--- src/design/sg1000_config.svh ---
`ifndef SG1000_CONFIG_SVH
`define SG1000_CONFIG_SVH

// 2 KB work ram mirrored over c000-ffff
`define SG_WRAM_ADDR_BITS 11

// nothing selected on a read
`define SG_OPEN_BUS 8'h00

// i/o windows matched against addr[7:6]
`define SG_PSG_PORT 2'b01
`define SG_VDP_PORT 2'b10
`define SG_JOY_PORT 2'b11

`endif

--- src/design/sg1000_pkg.sv ---
package sg1000_pkg;

	// who answers the current cpu read
	typedef enum logic [2:0] {
		SRC_NONE = 3'd0,
		SRC_WRAM = 3'd1,
		SRC_CART = 3'd2,
		SRC_VDP  = 3'd3,
		SRC_JOY  = 3'd4
	} bus_src_t;

	typedef struct packed {
		logic       flag;     // set for a latch byte
		logic [1:0] channel;
		logic       kind;     // 0 tone/noise, 1 volume
		logic [3:0] data;
	} psg_latch_t;

	typedef struct packed {
		logic       flag;     // clear for a data byte
		logic       spare;
		logic [5:0] data;
	} psg_data_t;

	// one psg write byte, two ways of reading it
	typedef union packed {
		psg_latch_t latch;
		psg_data_t  dat;
	} psg_byte_t;

endpackage

--- src/design/sg1000_read_mux.sv ---
`timescale 1ns/1ps
`include "sg1000_config.svh"

module sg1000_read_mux import sg1000_pkg::*; (
	input  logic       sys_clk,
	input  logic       reset,
	input  bus_src_t   mem_src,
	input  logic [7:0] mem_data,
	input  bus_src_t   io_src,
	input  logic [7:0] io_data,
	output logic [7:0] rdata
);

	logic [7:0] rdata_next;

	// work ram, vdp, cartridge, then joystick
	always_comb begin
		if (mem_src == SRC_WRAM) begin
			rdata_next = mem_data;
		end else if (io_src == SRC_VDP) begin
			rdata_next = io_data;
		end else if (mem_src == SRC_CART) begin
			rdata_next = mem_data;
		end else if (io_src == SRC_JOY) begin
			rdata_next = io_data;
		end else begin
			rdata_next = `SG_OPEN_BUS;   // nobody drives the bus
		end
	end

	always_ff @(posedge sys_clk) begin
		if (reset) begin
			rdata <= 8'h00;
		end else begin
			rdata <= rdata_next;
		end
	end

	// memory and i/o maps must never answer together
	a_one_source: assert property (
		@(posedge sys_clk) disable iff (reset)
		!(mem_src != SRC_NONE && io_src != SRC_NONE)
	) else $error("memory and i/o sources active together");

endmodule

--- config.mk ---
export PLATFORM = sky130hd
export DESIGN_NAME = sg1000_read_mux
export DESIGN_NICKNAME = d
export VERILOG_FILES = /design/src/design/sg1000_pkg.sv /design/src/design/sg1000_read_mux.sv
export VERILOG_INCLUDE_DIRS = /design/src /design/src/design
export SDC_FILE = /design/constraint.sdc
export NUM_CORES = 1
export LEC_CHECK = 0
export ABC_AREA = 1
export BUFFER_PORTS_ARGS = -buffer_cell sky130_fd_sc_hd__buf_2
export CORE_MARGIN = 2
export CORE_UTILIZATION = 34
export CTS_BUF_LIST = sky130_fd_sc_hd__clkbuf_16
export DETAILED_ROUTE_END_ITERATION = 16
export PLACE_DENSITY = 0.83
export REMOVE_ABC_BUFFERS = 1
export SLEW_MARGIN = 30
export SYNTH_ARGS = -nofsm -noshare
export SYNTH_HDL_FRONTEND = slang
export SYNTH_SLANG_ARGS = --single-unit
--- constraint.sdc ---
create_clock -name sys_clk -period 1.09 [get_ports sys_clk]
set_clock_uncertainty 0.15 [all_clocks]
set_input_delay 0.2725 -clock sys_clk [delete_from_list [all_inputs] [get_ports sys_clk]]
set_output_delay 0.2725 -clock sys_clk [all_outputs]
set_load 0.02 [all_outputs]
==> impl_metrics.env, run 1 <==
export IMPL_tns_ns=0
export IMPL_clockBufferDepth=2
export IMPL_finalNonFillerCells=127
export IMPL_final_antenna_net_count=0
export IMPL_crit_start="rdata[4]$_SDFF_PP0_"
export IMPL_avgSynthCellArea_um2=6.06
export IMPL_dieArea_um2=1660
export IMPL_ys_seq_area_frac=0.348
export IMPL_p_sw_mw=0.252
export IMPL_wl_per_cell_um=8.50
export IMPL_cp_end_kind="primary output"
export IMPL_synth_distinct_cells=11
export IMPL_yosysWarnings=0
export IMPL_outcome="complete, no violations"
export IMPL_regMostFlops="rdata"
export IMPL_ys_flop_type="dfxtp_1"
export IMPL_path_clk_slew_ns=0.04
export IMPL_drive_gt1_frac=0.518
export IMPL_post_route_period_util=0.990
export IMPL_hold_violations=0
export IMPL_rows=13
export IMPL_grt_first_pass_wirelength_um=1570
export IMPL_portBuffers=31
export IMPL_grt_pass1_vias=450
export IMPL_startpoint_type="flip-flop"
export IMPL_io_pins=32
export IMPL_pwr_share_clk=0.526
export IMPL_p_leak_nw=0.456
export IMPL_ys_ff_latch=8
export IMPL_path_buf_inv=1
export IMPL_dpl_hpwl_um=888
export IMPL_yosysTopAreaCell="dfxtp_1"
export IMPL_first_pass_iters=4
export IMPL_syn_area_um2=460
export IMPL_drcViolationCount=0
export IMPL_worst_slew_margin_rel=0.846
export IMPL_maxUsedRoutingLayer="met3"
export IMPL_areaGrowthSynthToFinish_pct=69.8
export IMPL_met3WireLength_um=67
export IMPL_synth_top_area_share=0.348
export IMPL_finalWirelength_um=1080
export IMPL_core_area_um2=1280
export IMPL_root_buffer="clkbuf_16"
export IMPL_grt_overflow=0
export IMPL_cts_tree="built"
export IMPL_power_frac_comb=0.188
export IMPL_grt_max_degree=14
export IMPL_worstMarginPinSlew_ns=0.231
export IMPL_first_iter_violations=13
export IMPL_cp_data_required_time_ns=0.67
export IMPL_slowest_delay_ns=0.31
export IMPL_rsz0062_at_grt="true"
export IMPL_drv_slew=0
export IMPL_synth_area_top_cells="dfxtp_1 (35%), nand2_1 (15%), nor2_1 (14%)"
export IMPL_timing_fmax_ghz=0.927
export IMPL_period_minus_slack_ns=1.08
export IMPL_grt_usage=0.146
export IMPL_wl_met2_um=585
export IMPL_critPathKind="flip-flop to primary output"
export IMPL_n_antenna_cell=0
export IMPL_synth_most_common_cell="nand2_1"
export IMPL_path_max_fanout=1
export IMPL_numCtsBuffers=3
export IMPL_via_per_inst=4.20
export IMPL_cts_htree_levels=1
export IMPL_gp_congestion=0.780
export IMPL_post_cts_setup_buffer_count=0
export IMPL_drt_met1_wl_um=427
export IMPL_critical_path_top_delay_family="flip-flops"
export IMPL_arrival_ns=0.66
export IMPL_dp_cells=123
export IMPL_largest_register_ffs=8
export IMPL_switching_share=0.220
export IMPL_synth_cells=76
export IMPL_hp_class="primary input to flip-flop"
export IMPL_crit_chain="buf_6"
export IMPL_synthArstFlopShare=0
export IMPL_start_util=0.358
export IMPL_synthTopCellsByCount="nand2_1 (19), nor2_1 (17), inv_1 (16)"
export IMPL_drv_cap=0
export IMPL_grt_antenna_before_repair=0
export IMPL_internal_power_mw=0.894
export IMPL_synth_edf_count=0
export IMPL_hp_start="mem_data[2]"
export IMPL_vias=533
export IMPL_nNetsFinal=138
export IMPL_fp_dieW_um=40.8
export IMPL_power_density_nw_per_um2=1470
export IMPL_power_frac_seq=0.285
export IMPL_setup_viol=0
export IMPL_clock_sinks=8
export IMPL_reg_top3="rdata: 8 flops"
export IMPL_die_h_um=40.8
export IMPL_ir_worst_vdd_uv=518
export IMPL_crit_slowest_cell="dfxtp_2"
-- layout make-up --
type                    count  area, µm²
well taps                  15       18.8
clock buffers               3       75.1
flip-flops and latches      8        170
repair buffers             33        220
fillers                   118        503
inverters                  18       67.6
multi-input cells          50        230
-- placed cells by master, fill, tap and decap left out, drive strengths merged --
cell    synthesis  layout
buf             1      33
clkbuf          0       3
dfxtp           8       8
inv            18      18
nand2          21      22
nand3           3       3
nor2           24      24
nor3            1       1
-- kinds of logic after synthesis --
family,Yosys count,synth area share
AND/OR/NAND/NOR,49,0.481
flip-flops,8,0.348
buffers and inverters,19,0.171
-- what timing repair did --
item                                   4_1_cts  5_1_grt
cloned                                       0        1
hold buffers                                 0        0
resized for setup                           18        7
endpoints found under the hold margin        0        0
pin swaps                                    0        0
setup endpoints to repair                    8        7
-- routing by layer --
layer,up-vias,global-route usage
li1,288,-
met1,225,0.144
met2,20,0.266
met3,0,0.0163
met4,0,0.125
met5,-,0
-- path summary, 6_finish.rpt --
path | to | slack, ns | depth (start not counted)
worst max-delay path | rdata[4] | 0.01 | 1
worst min-delay path | rdata[2]$_SDFF_PP0_ | 0.12 | 3
-- metrics by stage --
stage / utilization / worst slack [ns] / area (µm²) / hold slack (ns) / power [mW]
2_1_floorplan: - / 0.0224 / 449 / 0.257 / 0.433
3_3_place_gp: 0.497 / -0.125 / 638 / 0.346 / 0.506
3_5_place_dp: 0.497 / -0.161 / 638 / 0.357 / 0.513
4_1_cts: 0.590 / 0.00178 / 758 / 0.119 / 1.15
5_1_grt: 0.609 / -0.00467 / 782 / 0.136 / 1.20
6_report: 0.609 / 0.0107 / 782 / 0.119 / 1.15
-- power groups by stage --
stage | clock [mW] | sequential, mW | combinational [mW]
after floorplan | 0 | 0.349 | 0.0843
after global placement | 0 | 0.322 | 0.184
after detailed placement | 0 | 0.323 | 0.190
after CTS | 0.617 | 0.325 | 0.208
after global routing | 0.630 | 0.328 | 0.239
final | 0.603 | 0.327 | 0.216
Power figures use the tool's default switching activity.
==> run 2: changes to the inputs <==
GPL_TIMING_DRIVEN = 0   (was default)
==> impl_metrics.env, run 2 (synthesis gave the netlist of run 1 again) <==
export IMPL_grt_pass1_vias=430
export IMPL_final_antenna_net_count=0
export IMPL_worstMarginPinSlew_ns=0.214
export IMPL_start_util=0.358
export IMPL_critical_path_top_delay_family="flip-flops"
export IMPL_fin_ws_ns=0.0105
export IMPL_die_h_um=40.8
export IMPL_path_clk_slew_ns=0.03
export IMPL_dpl_hpwl_um=801
export IMPL_hp_class="primary input to flip-flop"
export IMPL_root_buffer="clkbuf_16"
export IMPL_ir_worst_vdd_uv=635
export IMPL_grt_antenna_before_repair=0
export IMPL_core_area_um2=1280
export IMPL_grt_overflow=0
export IMPL_reg_top3="rdata: 8 flops"
export IMPL_crit_chain="buf_4"
export IMPL_drv_cap=0
export IMPL_areaGrowthSynthToFinish_pct=63.6
export IMPL_finalWirelength_um=988
export IMPL_min_path_cells=3
export IMPL_first_iter_violations=3
export IMPL_post_place_ws_ns=-0.172
export IMPL_first_pass_iters=3
export IMPL_final_common_cell="buf_2"
export IMPL_finalNonFillerCells=125
export IMPL_drv_slew=0
export IMPL_critPathKind="flip-flop to primary output"
export IMPL_power_density_nw_per_um2=1490
export IMPL_numCtsBuffers=3
export IMPL_io_pins=32
export IMPL_drcViolationCount=0
export IMPL_multiInputGateArea_um2=228
export IMPL_cts_tree="built"
export IMPL_regArea_um2=166
export IMPL_timing_fmax_ghz=0.926
export IMPL_ctsHoldBuffers=0
export IMPL_hold_ws_ns=0.113
export IMPL_cp_data_required_time_ns=0.67
export IMPL_outcome="complete, no violations"
export IMPL_setup_viol=0
export IMPL_wl_per_cell_um=7.90
export IMPL_crit_slowest_cell="dfxtp_1"
export IMPL_nNetsFinal=136
export IMPL_regMostFlops="rdata"
export IMPL_dieArea_um2=1660
export IMPL_fp_dieW_um=40.8
export IMPL_worst_slew_margin_rel=0.857
export IMPL_path_max_fanout=1
export IMPL_rows=13
export IMPL_grt_max_degree=14
export IMPL_hold_violations=0
export IMPL_slowest_delay_ns=0.29
export IMPL_grt_first_pass_wirelength_um=1390
export IMPL_cp_end_kind="primary output"
export IMPL_utilization=0.586
export IMPL_largest_register_ffs=8
export IMPL_hp_start="mem_data[2]"
export IMPL_clockBufferDepth=2
export IMPL_whs_endpoint="rdata[2]$_SDFF_PP0_"
export IMPL_fillers=127
export IMPL_drive_gt1_frac=0.491
export IMPL_vias=519
export IMPL_period_minus_slack_ns=1.08
export IMPL_clock_sinks=8
export IMPL_dp_cells=121
export IMPL_grt_usage=0.130
export IMPL_cts_htree_levels=1
export IMPL_via_per_inst=4.15
export IMPL_crit_start="rdata[4]$_SDFF_PP0_"
export IMPL_p_leak_nw=0.442
export IMPL_gp_congestion=0.758
export IMPL_path_buf_inv=1
export IMPL_startpoint_type="flip-flop"
export IMPL_post_route_period_util=0.990
export IMPL_arrival_ns=0.66
export IMPL_final_cell_mix="buf_2 (23), nand2_1 (19), nor2_1 (17)"
export IMPL_n_antenna_cell=0
export IMPL_portBuffers=31
## run 2: final cells by class
cell class,instances,share of cell area
Multi-Input combinational cell,50,0.302
Timing Repair Buffer,31,0.262
Sequential cell,8,0.221
Clock buffer,3,0.0997
Inverter,18,0.0897
Tap cell,15,0.0249
## run 2: per-stage QoR
stage	TNS [ns]	instance area [µm²]	total power, mW
5_1_grt	-0.00496	753	1.17
4_1_cts	0	728	1.12
3_5_place_dp	-1.20	623	0.506
6_report	0	753	1.12
2_1_floorplan	0	449	0.433
3_3_place_gp	-0.944	623	0.500
## run 2: repair_timing
item | 4_1_cts | 5_1_grt
gates cloned | 0 | 1
gates resized for setup | 12 | 9
hold endpoints to repair | 0 | 0
setup endpoints to repair | 8 | 12
pin swaps | 0 | 2
buffers inserted | 0 | 0
## run 2: layer usage
layer	global-route usage	vias up	wire, µm
met5	0	-	0
met2	0.234	18	537
met1	0.124	216	387
met3	0.0163	2	47
met4	0.125	0	14
li1	-	283	-
## run 2: worst max-delay path by stage
stage / end / slack, ns / cells after the start
finish: rdata[4] / 0.01 / 1
global route: rdata[2]$_SDFF_PP0_ / -0.005 / 9
CTS: rdata[3] / 0.003 / 1
detailed placement: rdata[4]$_SDFF_PP0_ / -0.17 / 9
global placement: rdata[2]$_SDFF_PP0_ / -0.13 / 7
floorplan: rdata[2]$_SDFF_PP0_ / 0.02 / 8
## run 2: power by group
group / total [mW] / internal [mW] / leakage [nW] / switching [mW]
Clock: 0.593 / 0.471 / 0.0370 / 0.122
Sequential: 0.324 / 0.317 / 0.0677 / 0.00759
Combinational: 0.206 / 0.0960 / 0.337 / 0.110
Total: 1.12 / 0.884 / 0.442 / 0.240
