$ cat config.mk
export PLATFORM = sky130hd
export DESIGN_NAME = sg1000_io_map
export DESIGN_NICKNAME = d
export VERILOG_FILES = /design/src/design/sg1000_pkg.sv /design/src/design/sg1000_io_map.sv
export VERILOG_INCLUDE_DIRS = /design/src /design/src/design
export SDC_FILE = /design/constraint.sdc
export NUM_CORES = 1
export LEC_CHECK = 0
export ABC_AREA = 1
export BUFFER_PORTS_ARGS = -buffer_cell sky130_fd_sc_hd__buf_2
export CORE_MARGIN = 1.5
export CORE_UTILIZATION = 30
export CTS_CLUSTER_DIAMETER = 80
export DETAILED_ROUTE_END_ITERATION = 7
export MAX_ROUTING_LAYER = met4
export PLACE_DENSITY = 0.6
export SLEW_MARGIN = 25
export SYNTH_ARGS = -nofsm -noshare
export SYNTH_HDL_FRONTEND = slang
export SYNTH_SLANG_ARGS = --single-unit
$ cat constraint.sdc
create_clock -name sys_clk -period 1.6 [get_ports sys_clk]
set_input_delay 0.24 -clock sys_clk [delete_from_list [all_inputs] [get_ports sys_clk]]
set_output_delay 0.24 -clock sys_clk [all_outputs]
set_load 0.1 [all_outputs]
$ cat src/design/sg1000_config.svh
`ifndef SG1000_CONFIG_SVH
`define SG1000_CONFIG_SVH

// 2 KB work ram mirrored over c000-ffff
`define SG_WRAM_ADDR_BITS 11

// nothing selected on a read
`define SG_OPEN_BUS 8'h00

// i/o windows matched against addr[7:6]
`define SG_PSG_PORT 2'b01
`define SG_VDP_PORT 2'b10
`define SG_JOY_PORT 2'b11

`endif

$ cat src/design/sg1000_pkg.sv
package sg1000_pkg;

	// who answers the current cpu read
	typedef enum logic [2:0] {
		SRC_NONE = 3'd0,
		SRC_WRAM = 3'd1,
		SRC_CART = 3'd2,
		SRC_VDP  = 3'd3,
		SRC_JOY  = 3'd4
	} bus_src_t;

	typedef struct packed {
		logic       flag;     // set for a latch byte
		logic [1:0] channel;
		logic       kind;     // 0 tone/noise, 1 volume
		logic [3:0] data;
	} psg_latch_t;

	typedef struct packed {
		logic       flag;     // clear for a data byte
		logic       spare;
		logic [5:0] data;
	} psg_data_t;

	// one psg write byte, two ways of reading it
	typedef union packed {
		psg_latch_t latch;
		psg_data_t  dat;
	} psg_byte_t;

endpackage

$ cat src/design/sg1000_io_map.sv
`timescale 1ns/1ps
`include "sg1000_config.svh"

module sg1000_io_map import sg1000_pkg::*; (
	input  logic        sys_clk,
	input  logic        reset,
	input  logic [15:0] addr,
	input  logic [7:0]  wdata,
	input  logic        iorq_n,
	input  logic        rd_n,
	input  logic        wr_n,
	input  logic [7:0]  vdp_data,
	input  logic [7:0]  joy_a,
	input  logic [7:0]  joy_b,
	output logic        vdp_rd,
	output logic        vdp_wr,
	output logic        vdp_mode,
	output logic        psg_we,
	output logic [2:0]  psg_reg,
	output logic [9:0]  psg_value,
	output bus_src_t    io_src,
	output logic [7:0]  io_data
);

	psg_byte_t psg_byte;
	logic [1:0] window;
	logic vdp_sel;
	logic psg_sel;
	logic joy_sel;
	logic joy_rd;
	logic [2:0] acc_sel;   // {psg write, vdp write, vdp read}
	logic [2:0] acc_q;
	logic [2:0] acc_d;
	logic [2:0] acc_rise;
	logic [2:0] psg_latch_idx;
	logic [9:0] psg_shadow [8];
	logic [2:0] psg_idx_next;
	logic [9:0] psg_val_next;
	logic psg_tone;

	assign window = addr[7:6];   // only the low byte is decoded
	assign vdp_sel = ~iorq_n & (window == `SG_VDP_PORT);
	assign psg_sel = ~iorq_n & (window == `SG_PSG_PORT);
	assign joy_sel = ~iorq_n & (window == `SG_JOY_PORT);
	assign joy_rd = joy_sel & ~rd_n;

	assign acc_sel = {psg_sel & ~wr_n, vdp_sel & ~wr_n, vdp_sel & ~rd_n};
	assign acc_rise = acc_q & ~acc_d;   // first cycle of each access

	assign psg_byte = wdata;

	// psg register update from the current write byte
	always_comb begin
		if (psg_byte.latch.flag) begin
			psg_idx_next = {psg_byte.latch.channel, psg_byte.latch.kind};
		end else begin
			psg_idx_next = psg_latch_idx;   // data byte goes to last latched reg
		end

		psg_tone = ~psg_idx_next[0] & (psg_idx_next[2:1] != 2'b11);

		if (psg_tone) begin
			if (psg_byte.latch.flag) begin
				psg_val_next = {psg_shadow[psg_idx_next][9:4], psg_byte.latch.data};
			end else begin
				psg_val_next = {psg_byte.dat.data, psg_shadow[psg_idx_next][3:0]};
			end
		end else if (psg_byte.latch.flag) begin
			psg_val_next = {6'd0, psg_byte.latch.data};   // volume or noise
		end else begin
			psg_val_next = {6'd0, psg_byte.dat.data[3:0]};
		end
	end

	always_ff @(posedge sys_clk) begin
		if (reset) begin
			acc_q <= '0;
			acc_d <= '0;
			vdp_rd <= 1'b0;
			vdp_wr <= 1'b0;
			psg_we <= 1'b0;
			psg_latch_idx <= 3'd0;
			io_src <= SRC_NONE;
			for (int i = 0; i < 8; i++) begin
				psg_shadow[i] <= 10'd0;
			end
		end else begin
			acc_q <= acc_sel;
			acc_d <= acc_q;
			vdp_rd <= acc_rise[0];
			vdp_wr <= acc_rise[1];
			psg_we <= acc_rise[2];

			if (acc_rise[2]) begin
				psg_shadow[psg_idx_next] <= psg_val_next;
				if (psg_byte.latch.flag) begin
					psg_latch_idx <= psg_idx_next;
				end
			end

			if (acc_sel[0]) begin
				io_src <= SRC_VDP;
			end else if (joy_rd) begin
				io_src <= SRC_JOY;
			end else begin
				io_src <= SRC_NONE;
			end
		end
	end

	// payload held steady until the next access
	always_ff @(posedge sys_clk) begin
		if (acc_rise[0] | acc_rise[1]) begin
			vdp_mode <= addr[0];   // 0 data, 1 control
		end
		if (acc_rise[2]) begin
			psg_reg <= psg_idx_next;
			psg_value <= psg_val_next;
		end
		if (acc_sel[0]) begin
			io_data <= vdp_data;
		end else if (joy_rd) begin
			io_data <= addr[0] ? joy_b : joy_a;   // odd port is pad b
		end
	end

	// write byte still on the bus when the update is decoded
	a_psg_byte_stable: assert property (
		@(posedge sys_clk) disable iff (reset)
		acc_rise[2] |-> $stable(wdata)
	) else $error("psg write byte changed during the write cycle");

endmodule

==> impl_metrics.ini, run 1 <==
[clocking]
clockBufferDepth = 2
cts_setup_buffers = 0
postCtsHoldBufs = 0
cts_tree = done
cts_buffers = 9
clk_pin_slew_ns = 0.07
cts_resized = 0
cts_root_buf = clkbuf_8
cts_num_sinks = 65
htreeDepth = 3
clock_latency_ns = 0.35

[place]
preCtsSetupSlack_ns = -0.02589
port_buffers = 67
placed_cells = 517
dp_hpwl_um = 4836
placed_area_mm2 = 0.003628
globalplace.congestion = 0.7461

[timing]
slew_headroom_pct = 67.34
fin_skew_ns = 0.01278
fmax_ghz = 0.7024
final_hold_viol_count = 0
rsz0062_at_grt = no
fin_crit_ns = 1.424
setup_slack_ns = 0.1763
fin_crit_sh_pct = 88.98
fin_setup_tns_ns = 0
slew_violations = 0
setup_viol = 0
worst_slew_pin_slew_ns = 0.4887

[power_and_ir_drop]
powerDensity_mw_per_mm2 = 996.2
peakVddDrop_mv = 0.4089
leakagePower_nw = 1.725

[grt]
antenna_found_initial = 0
groute.usage.overall_pct = 13.75
grt_max_degree = 17
grt_pass1_vias = 2384
grt_overflow = 0
grt_pass1_wl_um = 11120

[synth]
synth-seq-area-share_pct = 59.53
syn_avg_cell_area_um2 = 9.872
syn_nets = 363
synth_cells = 310
yosys_register_bits = 65
netlist_area_mm2 = 0.003060
synth_warnings = 0
synth_cell_types = 26

[floorplanning]
core_mm2 = 0.009819
start_util_pct = 31.17
die_w_um = 104
die-area_mm2 = 0.01082
io_pins = 81
num_rows = 36
die_y_um = 104

[worst_setup_path]
slowest_delay_ns = 0.32
worstPathArrival_ns = 1.48
cpMaxStageDelayCell = dfxtp_1
crit_chain = inv_1 > nand2_1 > nand2_4 > nand2_2 > inv_2 > nand2_1 > nand2_1 > buf_12
path_class = flip-flop to flip-flop
crit_top_cell = nand2_1
crit_path_start_kind = flip-flop
crit_buf_inv = 3
timing.critical_path.max_delay_family = simple AND/OR/NAND/NOR gates
cp.required_ns = 1.66
end_kind = flip-flop
critPathMaxFanout = 11

[route]
drc = 0
first_pass_iters = 4
vias = 2327
routed_wl_um = 6609
drtIter0Drc = 109
drt-wirelength-per-cell_um = 12.40
ant_nets = 0
vias_per_cell = 4.366

[finish]
final_cell_count_no_fill = 533
register_area_mm2 = 0.001822
syn_to_final_growth_pct = 25.27
insertedDiodeCount = 0
fillers = 1024
multi_input_area_um2 = 934.6
regMostFlops = psg_shadow
fin_area_mm2 = 0.003834
nets = 448
drive_gt1_share_pct = 32.25
final_util_pct = 39.04
reg_top3 = psg_shadow: 30 flops, psg_value: 10 flops, io_data: 8 flops
largest_register_ffs = 30

[outcome]
status = completed

[hold_path]
holdCritPathClass = input pin to flip-flop

[flow_run]
drv_cap = 0
## power breakdown
| part | internal, mW | leakage [nW] | total, mW | switching, mW |
|---|---|---|---|---|
| Combinational | 0.164 | 1.01 | 0.524 | 0.360 |
| Clock | 0.786 | 0.101 | 1.41 | 0.623 |
| Sequential | 1.87 | 0.616 | 1.89 | 0.0123 |
## layer usage
layer  vias to the layer above  routed length, µm  global-route usage [%]
met5                         -                  0                       -
met4                         0                161                   8.333
met3                        12                371                   3.133
met2                        70               3201                   22.28
met1                      1077               2875                   15.49
li1                       1168                  -                       -
## cell usage after synthesis
cell type / n / area (µm²)
nand2_1: 41 / 153.9
mux2i_1: 8 / 80.08
nand2_4: 6 / 67.56
buf_6: 7 / 78.83
edfxtp_1: 52 / 1562
nand3b_1: 5 / 37.54
buf_1: 1 / 3.750
nor2_8: 1 / 20.02
inv_1: 45 / 168.9
nor2_1: 50 / 187.7
nor2_4: 2 / 22.52
buf_4: 3 / 22.52
dfxtp_1: 13 / 260.3
clkbuf_1: 1 / 3.750
clkinv_1: 1 / 3.750
buf_2: 2 / 10.01
a21oi_1: 16 / 80.08
o21ai_0: 1 / 5.000
a211oi_1: 1 / 7.510
nand2_2: 9 / 56.30
o22ai_1: 1 / 6.260
inv_2: 4 / 15.01
nor2_2: 4 / 25.02
nor4_1: 2 / 12.51
nor3_1: 7 / 35.03
nand3_1: 27 / 135.1
## stage by stage
step | power (mW) | hold WS, ns
global placement | 2.440 | 0.4073
global route | 3.980 | 0.06385
floorplan | 2.290 | 0.3164
finish | 3.819 | 0.06842
detailed placement | 2.450 | 0.4200
CTS | 3.865 | 0.05253
## worst paths after layout
check                          end        startpoint  slack [ns]  cells past startpoint
hold reg to reg             vdp_rd          acc_d[0]        0.42                      1
setup / recovery  psg_shadow[2][3]  psg_latch_idx[2]        0.18                      8
setup reg to reg  psg_shadow[2][3]  psg_latch_idx[2]        0.18                      8
hold / removal            acc_q[1]              wr_n        0.07                      2
## cells by family (layout without fill, tap and decap cells)
kind of cell	Yosys count	after routing	synth area share, %
buffers and inverters	64	154	10.02
muxes	8	8	2.617
DFF	65	65	59.53
and+or+nand+nor	154	154	24.61
AOI/OAI and AO/OA	19	19	3.230
## layout by cell type, fill, tap and decap left out
cell type,netlist,routed
a21oi_1,16,16
a211oi_1,1,1
buf_4,3,19
nor2_2,4,5
nand3b_1,5,5
o22ai_1,1,1
nand3_1,27,27
mux2i_1,8,8
nand2_4,6,6
clkbuf_16,0,1
nor2_4,2,2
inv_1,45,45
nor2_1,50,49
nor2_8,1,1
nand2_1,41,41
buf_2,2,67
nor4_1,2,2
clkinvlp_4,0,1
clkbuf_8,0,12
inv_2,4,4
edfxtp_1,52,52
nor3_1,7,7
clkinv_1,1,1
o21ai_0,1,1
nand2_2,9,9
clkbuf_1,1,2
buf_12,0,2
dfxtp_1,13,13
## worst register-to-register path, cell delays in order (launching register included)
cell and delay (ns):
dfxtp_1 0.32, inv_1 0.07, nand2_1 0.08, nand2_4 0.15, nand2_2 0.12, inv_2 0.06
nand2_1 0.07, nand2_1 0.11, buf_12 0.15
## area by class of cell
class | instances | area share, %
flip-flops and latches | 65 | 47.52
multi-input cells | 181 | 24.38
repair buffers | 88 | 13.51
clock buffers | 15 | 5.157
inverters | 50 | 4.896
well taps | 133 | 4.341
clock inverters | 1 | 0.1958
Note: power is estimated with default switching activity, not from simulation.
==> run 2, diff against run 1 <==
--- a/config.mk
+++ b/config.mk
@@ -8,12 +8,15 @@
 export LEC_CHECK = 0
 export ABC_AREA = 1
 export BUFFER_PORTS_ARGS = -buffer_cell sky130_fd_sc_hd__buf_2
+export CORE_ASPECT_RATIO = 1.5
 export CORE_MARGIN = 1.5
 export CORE_UTILIZATION = 30
 export CTS_CLUSTER_DIAMETER = 80
 export DETAILED_ROUTE_END_ITERATION = 7
+export HOLD_SLACK_MARGIN = 0.08
 export MAX_ROUTING_LAYER = met4
 export PLACE_DENSITY = 0.6
+export SETUP_SLACK_MARGIN = 0.2
 export SLEW_MARGIN = 25
 export SYNTH_ARGS = -nofsm -noshare
 export SYNTH_HDL_FRONTEND = slang
==> impl_metrics.ini, run 2 (synthesis gave the netlist of run 1 again) <==
[finish]
most-common-layout-cells = 65 x buf_2, 52 x edfxtp_1, 48 x nor2_1
syn_to_final_growth_pct = 34.46
regMostFlops = psg_shadow
drive_gt1_share_pct = 40.15
nets = 455
reg_top3 = psg_shadow: 30 flops, psg_value: 10 flops, io_data: 8 flops
mostFrequentLayoutCell = buf_2
fillers = 1017
fin_area_mm2 = 0.004115
insertedDiodeCount = 0
final_util_pct = 41.06
largest_register_ffs = 30

[grt]
grt_max_degree = 18
grt_pass1_vias = 2494
grt_overflow = 0
groute.usage.overall_pct = 14.72
antenna_found_initial = 0
grt_pass1_wl_um = 11590

[timing]
rsz0062_at_grt = yes
setup_slack_ns = 0.2492
fin_crit_ns = 1.351
slew_violations = 0
worst_slew_pin_slew_ns = 0.5015
final_hold_viol_count = 0
fmax_ghz = 0.7403
setup_viol = 0
fin_crit_sh_pct = 84.43
fin_skew_ns = 0.005558
slew_headroom_pct = 66.80

[clocking]
cts_tree = done
clk_pin_slew_ns = 0.05
cts_root_buf = clkbuf_16
cts_buffers = 9
htreeDepth = 3
clock_latency_ns = 0.33
clockBufferDepth = 2
cts_num_sinks = 65

[hold_path]
holdCritPathClass = input pin to flip-flop

[floorplanning]
die_y_um = 126.7
start_util_pct = 30.54
core_mm2 = 0.01002
die_w_um = 85.47
die-area_mm2 = 0.01083
io_pins = 81
num_rows = 45

[power_and_ir_drop]
peakVddDrop_mv = 0.6655
power_mw = 4.311
leakagePower_nw = 1.841
powerDensity_mw_per_mm2 = 1048

[worst_setup_path]
end_kind = flip-flop
worstRegToRegCells = 7
crit_path_start_kind = flip-flop
r2r_start = psg_latch_idx[1]
crit_chain = nand2_2 > nand2_4 > buf_4 > nand3_1 > nand2_2 > nor2_4 > nor3_1
cpMaxStageDelayCell = dfxtp_2
slowest_delay_ns = 0.32
cp.required_ns = 1.66
path_class = flip-flop to flip-flop
cp.depth = 7
worstPathArrival_ns = 1.41
crit_buf_inv = 1
cp-endpoint = psg_shadow[2][8]
timing.critical_path.max_delay_family = simple AND/OR/NAND/NOR gates
r2r_end = psg_shadow[2][8]
crit_top_cell = nand2_2
critPathLaunch = psg_latch_idx[1]
r2r_setup_slack_ns = 0.25
critPathMaxFanout = 5

[route]
vias_per_cell = 4.627
first_pass_iters = 6
routed_wl_um = 7150
drtIter0Drc = 108
drc = 1
drt-wirelength-per-cell_um = 13.67
vias = 2420
ant_nets = 0

[place]
placed_area_mm2 = 0.003606
preCtsSetupSlack_ns = -0.07126
dp_hpwl_um = 5174
port_buffers = 67
globalplace.congestion = 0.8222

[outcome]
status = complete, but fails checks
violations = DRC

[flow_run]
drv_cap = 0
run 2: metrics by stage:
step / setup TNS (ns) / hold WS [ns] / instances
after floorplan: 0 / 0.3164 / 310
after global placement: -0.4550 / 0.4118 / 501
after detailed placement: -1.415 / 0.4221 / 501
after CTS: 0 / 0.08182 / 518
after global routing: 0 / 0.09001 / 523
final: 0 / 0.09499 / 523
run 2: worst min-delay path by stage:
stage	from	endpoint	depth (start not counted)
floorplan	addr[6]	acc_q[1]	1
global placement	acc_d[0]	vdp_rd	1
detailed placement	acc_d[1]	vdp_wr	1
CTS	wr_n	acc_q[1]	2
global route	wr_n	acc_q[1]	2
finish	wr_n	acc_q[1]	2
run 2: what timing repair did:
action | in CTS | in global routing
setup buffers | 0 | 2
resized for setup | 4 | 46
cloned | 0 | 3
endpoints found under the setup margin | 57 | 72
pin swaps | 0 | 8
hold buffers | 2 | 0
hold endpoints to repair | 1 | 0
run 2: area by class of cell:
cell class / instances / area (µm²) / share of cell area (%)
flip-flops and latches: 65 / 1826 / 44.36
multi-input cells: 181 / 1064 / 25.84
repair buffers: 95 / 615.6 / 14.96
clock buffers: 10 / 229.0 / 5.564
inverters: 50 / 187.7 / 4.561
well taps: 117 / 146.4 / 3.557
clock inverters: 5 / 47.55 / 1.155
run 2: report_power, final:
part | internal [mW] | total [mW] | leakage (nW) | switching, mW
clock | 1.18 | 1.84 | 0.137 | 0.665
sequential | 1.88 | 1.89 | 0.618 | 0.0123
combinational | 0.192 | 0.577 | 1.09 | 0.386
total | 3.25 | 4.31 | 1.84 | 1.06
run 2: routing by layer:
metal  global-route usage (%)  part of all wire (%)
met5                        -                     0
met4                    7.495                   3.2
met3                    4.164                   5.8
met2                    26.17                    54
met1                    14.34                    37
==> run 3, diff against run 2 <==
--- a/config.mk
+++ b/config.mk
@@ -6,7 +6,7 @@
 export SDC_FILE = /design/constraint.sdc
 export NUM_CORES = 1
 export LEC_CHECK = 0
-export ABC_AREA = 1
+export ABC_AREA = 0
 export BUFFER_PORTS_ARGS = -buffer_cell sky130_fd_sc_hd__buf_2
 export CORE_ASPECT_RATIO = 1.5
 export CORE_MARGIN = 1.5
@@ -15,7 +15,7 @@
 export DETAILED_ROUTE_END_ITERATION = 7
 export HOLD_SLACK_MARGIN = 0.08
 export MAX_ROUTING_LAYER = met4
-export PLACE_DENSITY = 0.6
+export PLACE_DENSITY = 0.59
 export SETUP_SLACK_MARGIN = 0.2
 export SLEW_MARGIN = 25
 export SYNTH_ARGS = -nofsm -noshare
==> constraint.sdc (replaced) <==
create_clock -name sys_clk -period 1.4 [get_ports sys_clk]
set_input_delay 0.21 -clock sys_clk [delete_from_list [all_inputs] [get_ports sys_clk]]
set_output_delay 0.21 -clock sys_clk [all_outputs]
set_load 0.1 [all_outputs]
==> impl_metrics.ini, run 3 <==
[finish]
drive_gt1_share_pct = 61.86
regMostFlops = psg_shadow
final_util_pct = 49.21
mostFrequentLayoutCell = buf_4
reg_top3 = psg_shadow: 30 flops, psg_value: 10 flops, io_data: 8 flops
largest_register_ffs = 30
insertedDiodeCount = 0
most-common-layout-cells = 62 x buf_4, 52 x edfxtp_1, 39 x buf_2
syn_to_final_growth_pct = 59.52
fin_area_mm2 = 0.004768
final_cell_count_no_fill = 469
nets = 402

[synth]
synthTopCellsByArea = edfxtp_1 52%, dfxtp_1 8.7%, mux2i_1 4.0%, a211oi_1 3.3%, mux2_2 2.6%
yosysTopAreaCellShare_pct = 52.24
syn_avg_cell_area_um2 = 12.67
syn_nets = 289
async_flop_share_pct = 0
synth_warnings = 0
synth_cell_types = 39
yosys_register_bits = 65
synth_cells = 236
ys_top_cells_by_count = 52 x edfxtp_1, 16 x nor2_1, 13 x a211oi_1, 13 x dfxtp_1
synth-seq-area-share_pct = 60.95
synth_ff_type = edfxtp_1
netlist_area_mm2 = 0.002989
yosys.area.top_type = edfxtp_1
synth_most_common_cell = edfxtp_1
synth_edf_count = 52

[floorplanning]
die_w_um = 84.50
die_y_um = 125.3
die-area_mm2 = 0.01058
io_pins = 81
core_mm2 = 0.009689
num_rows = 44
start_util_pct = 30.85

[place]
placed_cells = 444
port_buffers = 67
globalplace.congestion = 0.7826
dp_hpwl_um = 5365
preCtsSetupSlack_ns = -0.2539
placed_area_mm2 = 0.003869

[power_and_ir_drop]
sw_frac_of_total_pct = 24.44
power_frac_comb_pct = 14.0
peakVddDrop_mv = 0.6354
power_mw = 5.126
power.clock.fraction_pct = 43.9
net-switching-power_mw = 1.253
leakagePower_nw = 1.807
power_frac_seq_pct = 42.1
powerDensity_mw_per_mm2 = 1075
p_int_mw = 3.873

[timing]
fin_crit_sh_pct = 104.3
setup_slack_ns = -0.06079
final_hold_viol_count = 0
setup_viol = 26
fmax_ghz = 0.6846
slew_violations = 0
fin_crit_ns = 1.461
worst_slew_pin_slew_ns = 0.3995
fin_setup_tns_ns = -0.6270
slew_headroom_pct = 73.27
rsz0062_at_grt = yes
whs_ns = 0.1094
fin_skew_ns = 0.005453

[route]
first_pass_iters = 4
drt-wirelength-per-cell_um = 16.49
vias_per_cell = 5.070
vias = 2378
ant_nets = 0
drtIter0Drc = 108
drc = 0
routed_wl_um = 7732

[clocking]
clk_pin_slew_ns = 0.05
cts_tree = done
cts_buffers = 9
cts_root_buf = clkbuf_16
cts_num_sinks = 65
clock_latency_ns = 0.33
htreeDepth = 3
clockBufferDepth = 2

[worst_setup_path]
path_class = flip-flop to flip-flop
critPathMaxFanout = 5
crit_buf_inv = 2
cpMaxStageDelayCell = dfxtp_4
worstRegToRegCells = 5
slowest_delay_ns = 0.37
crit_chain = buf_6 > nor3b_4 > o211ai_1 > buf_4 > nor4_4
cp.required_ns = 1.56
r2r_end = psg_shadow[2][9]
crit_path_start_kind = flip-flop
timing.critical_path.max_delay_family = simple AND/OR/NAND/NOR gates
worstPathArrival_ns = 1.62
r2r_setup_slack_ns = -0.06
r2r_start = psg_latch_idx[2]
end_kind = flip-flop
cp.depth = 5

[grt]
grt_pass1_vias = 2522
grt_max_degree = 18
grt_pass1_wl_um = 12510
antenna_found_initial = 0
groute.usage.overall_pct = 15.90
grt_overflow = 0

[outcome]
violations = setup timing
status = complete, but fails checks

[hold_path]
whs_endpoint = acc_q[1]
min_path_cells = 2
holdCritPathClass = input pin to flip-flop
hp-start = addr[6]

[flow_run]
drv_cap = 0
[run 3: cell types whose count changed after synthesis, sizes merged, moves of 11 or more]
| cell | previous run | this run |
|---|---|---|
| inv | 49 | 1 |
| nand2 | 56 | 10 |
| nor2 | 57 | 16 |
| nand3 | 27 | 0 |
| a211oi | 1 | 14 |
| nor4 | 2 | 15 |
| o21ai | 1 | 12 |
[run 3: worst max path at each step]
stage | startpoint | endpoint | slack, ns
floorplan | wdata[7] | psg_shadow[0][0] | 0.06
global placement | wdata[7] | psg_shadow[2][5] | -0.20
detailed placement | wdata[7] | psg_shadow[2][7] | -0.25
CTS | psg_latch_idx[2] | psg_shadow[4][9] | -0.08
global route | psg_latch_idx[2] | psg_shadow[2][9] | -0.13
finish | psg_latch_idx[2] | psg_shadow[2][9] | -0.06
[run 3: cells by family after synthesis]
kind of cell | after synthesis | synth area share (%)
and+or+nand+nor | 84 | 18.00
DFF | 65 | 60.95
buffers and inverters | 19 | 3.265
AOI/OAI and AO/OA | 48 | 10.38
muxes | 20 | 7.409
[run 3: cell type report]
class	count	area [µm²]
sequential	65	1837
inverter	1	3.754
clock buffer	13	291.5
timing repair buffer	120	947.2
multi-input combinational	152	1528
fill	851	4921
tap	115	143.9
clock inverter	3	17.52
[run 3: repair_timing]
| action | in CTS | in global routing |
|---|---|---|
| pin swaps | 14 | 5 |
| hold buffers | 1 | 0 |
| hold endpoints to repair | 1 | 0 |
| setup endpoints to repair | 98 | 71 |
| resized for setup | 99 | 16 |
| gates cloned | 2 | 0 |
| setup buffers | 4 | 2 |
[run 3: worst reg2reg max path, cell delays in order (launching register included)]
cell and delay, ns:
dfxtp_4 0.37, buf_6 0.13, nor3b_4 0.16, o211ai_1 0.17
buf_4 0.22, nor4_4 0.24
[run 3: per-layer routing]
metal / share of wire (%) / vias to the layer above / wire, µm / track usage (%)
li1: - / 1140 / - / -
met1: 37 / 1150 / 2827 / 15.91
met2: 56 / 75 / 4365 / 27.96
met3: 5.0 / 13 / 384 / 4.224
met4: 2.0 / 0 / 154 / 8.159
met5: 0 / - / 0 / -
[run 3: power by group through the flow]
stage               combinational, mW  sequential (mW)  clock [mW]
floorplan                       0.233             2.32           0
global placement                0.569             2.19           0
detailed placement              0.577             2.20           0
CTS                             0.697             2.16        2.31
global route                    0.758             2.16        2.38
finish                          0.717             2.16        2.25
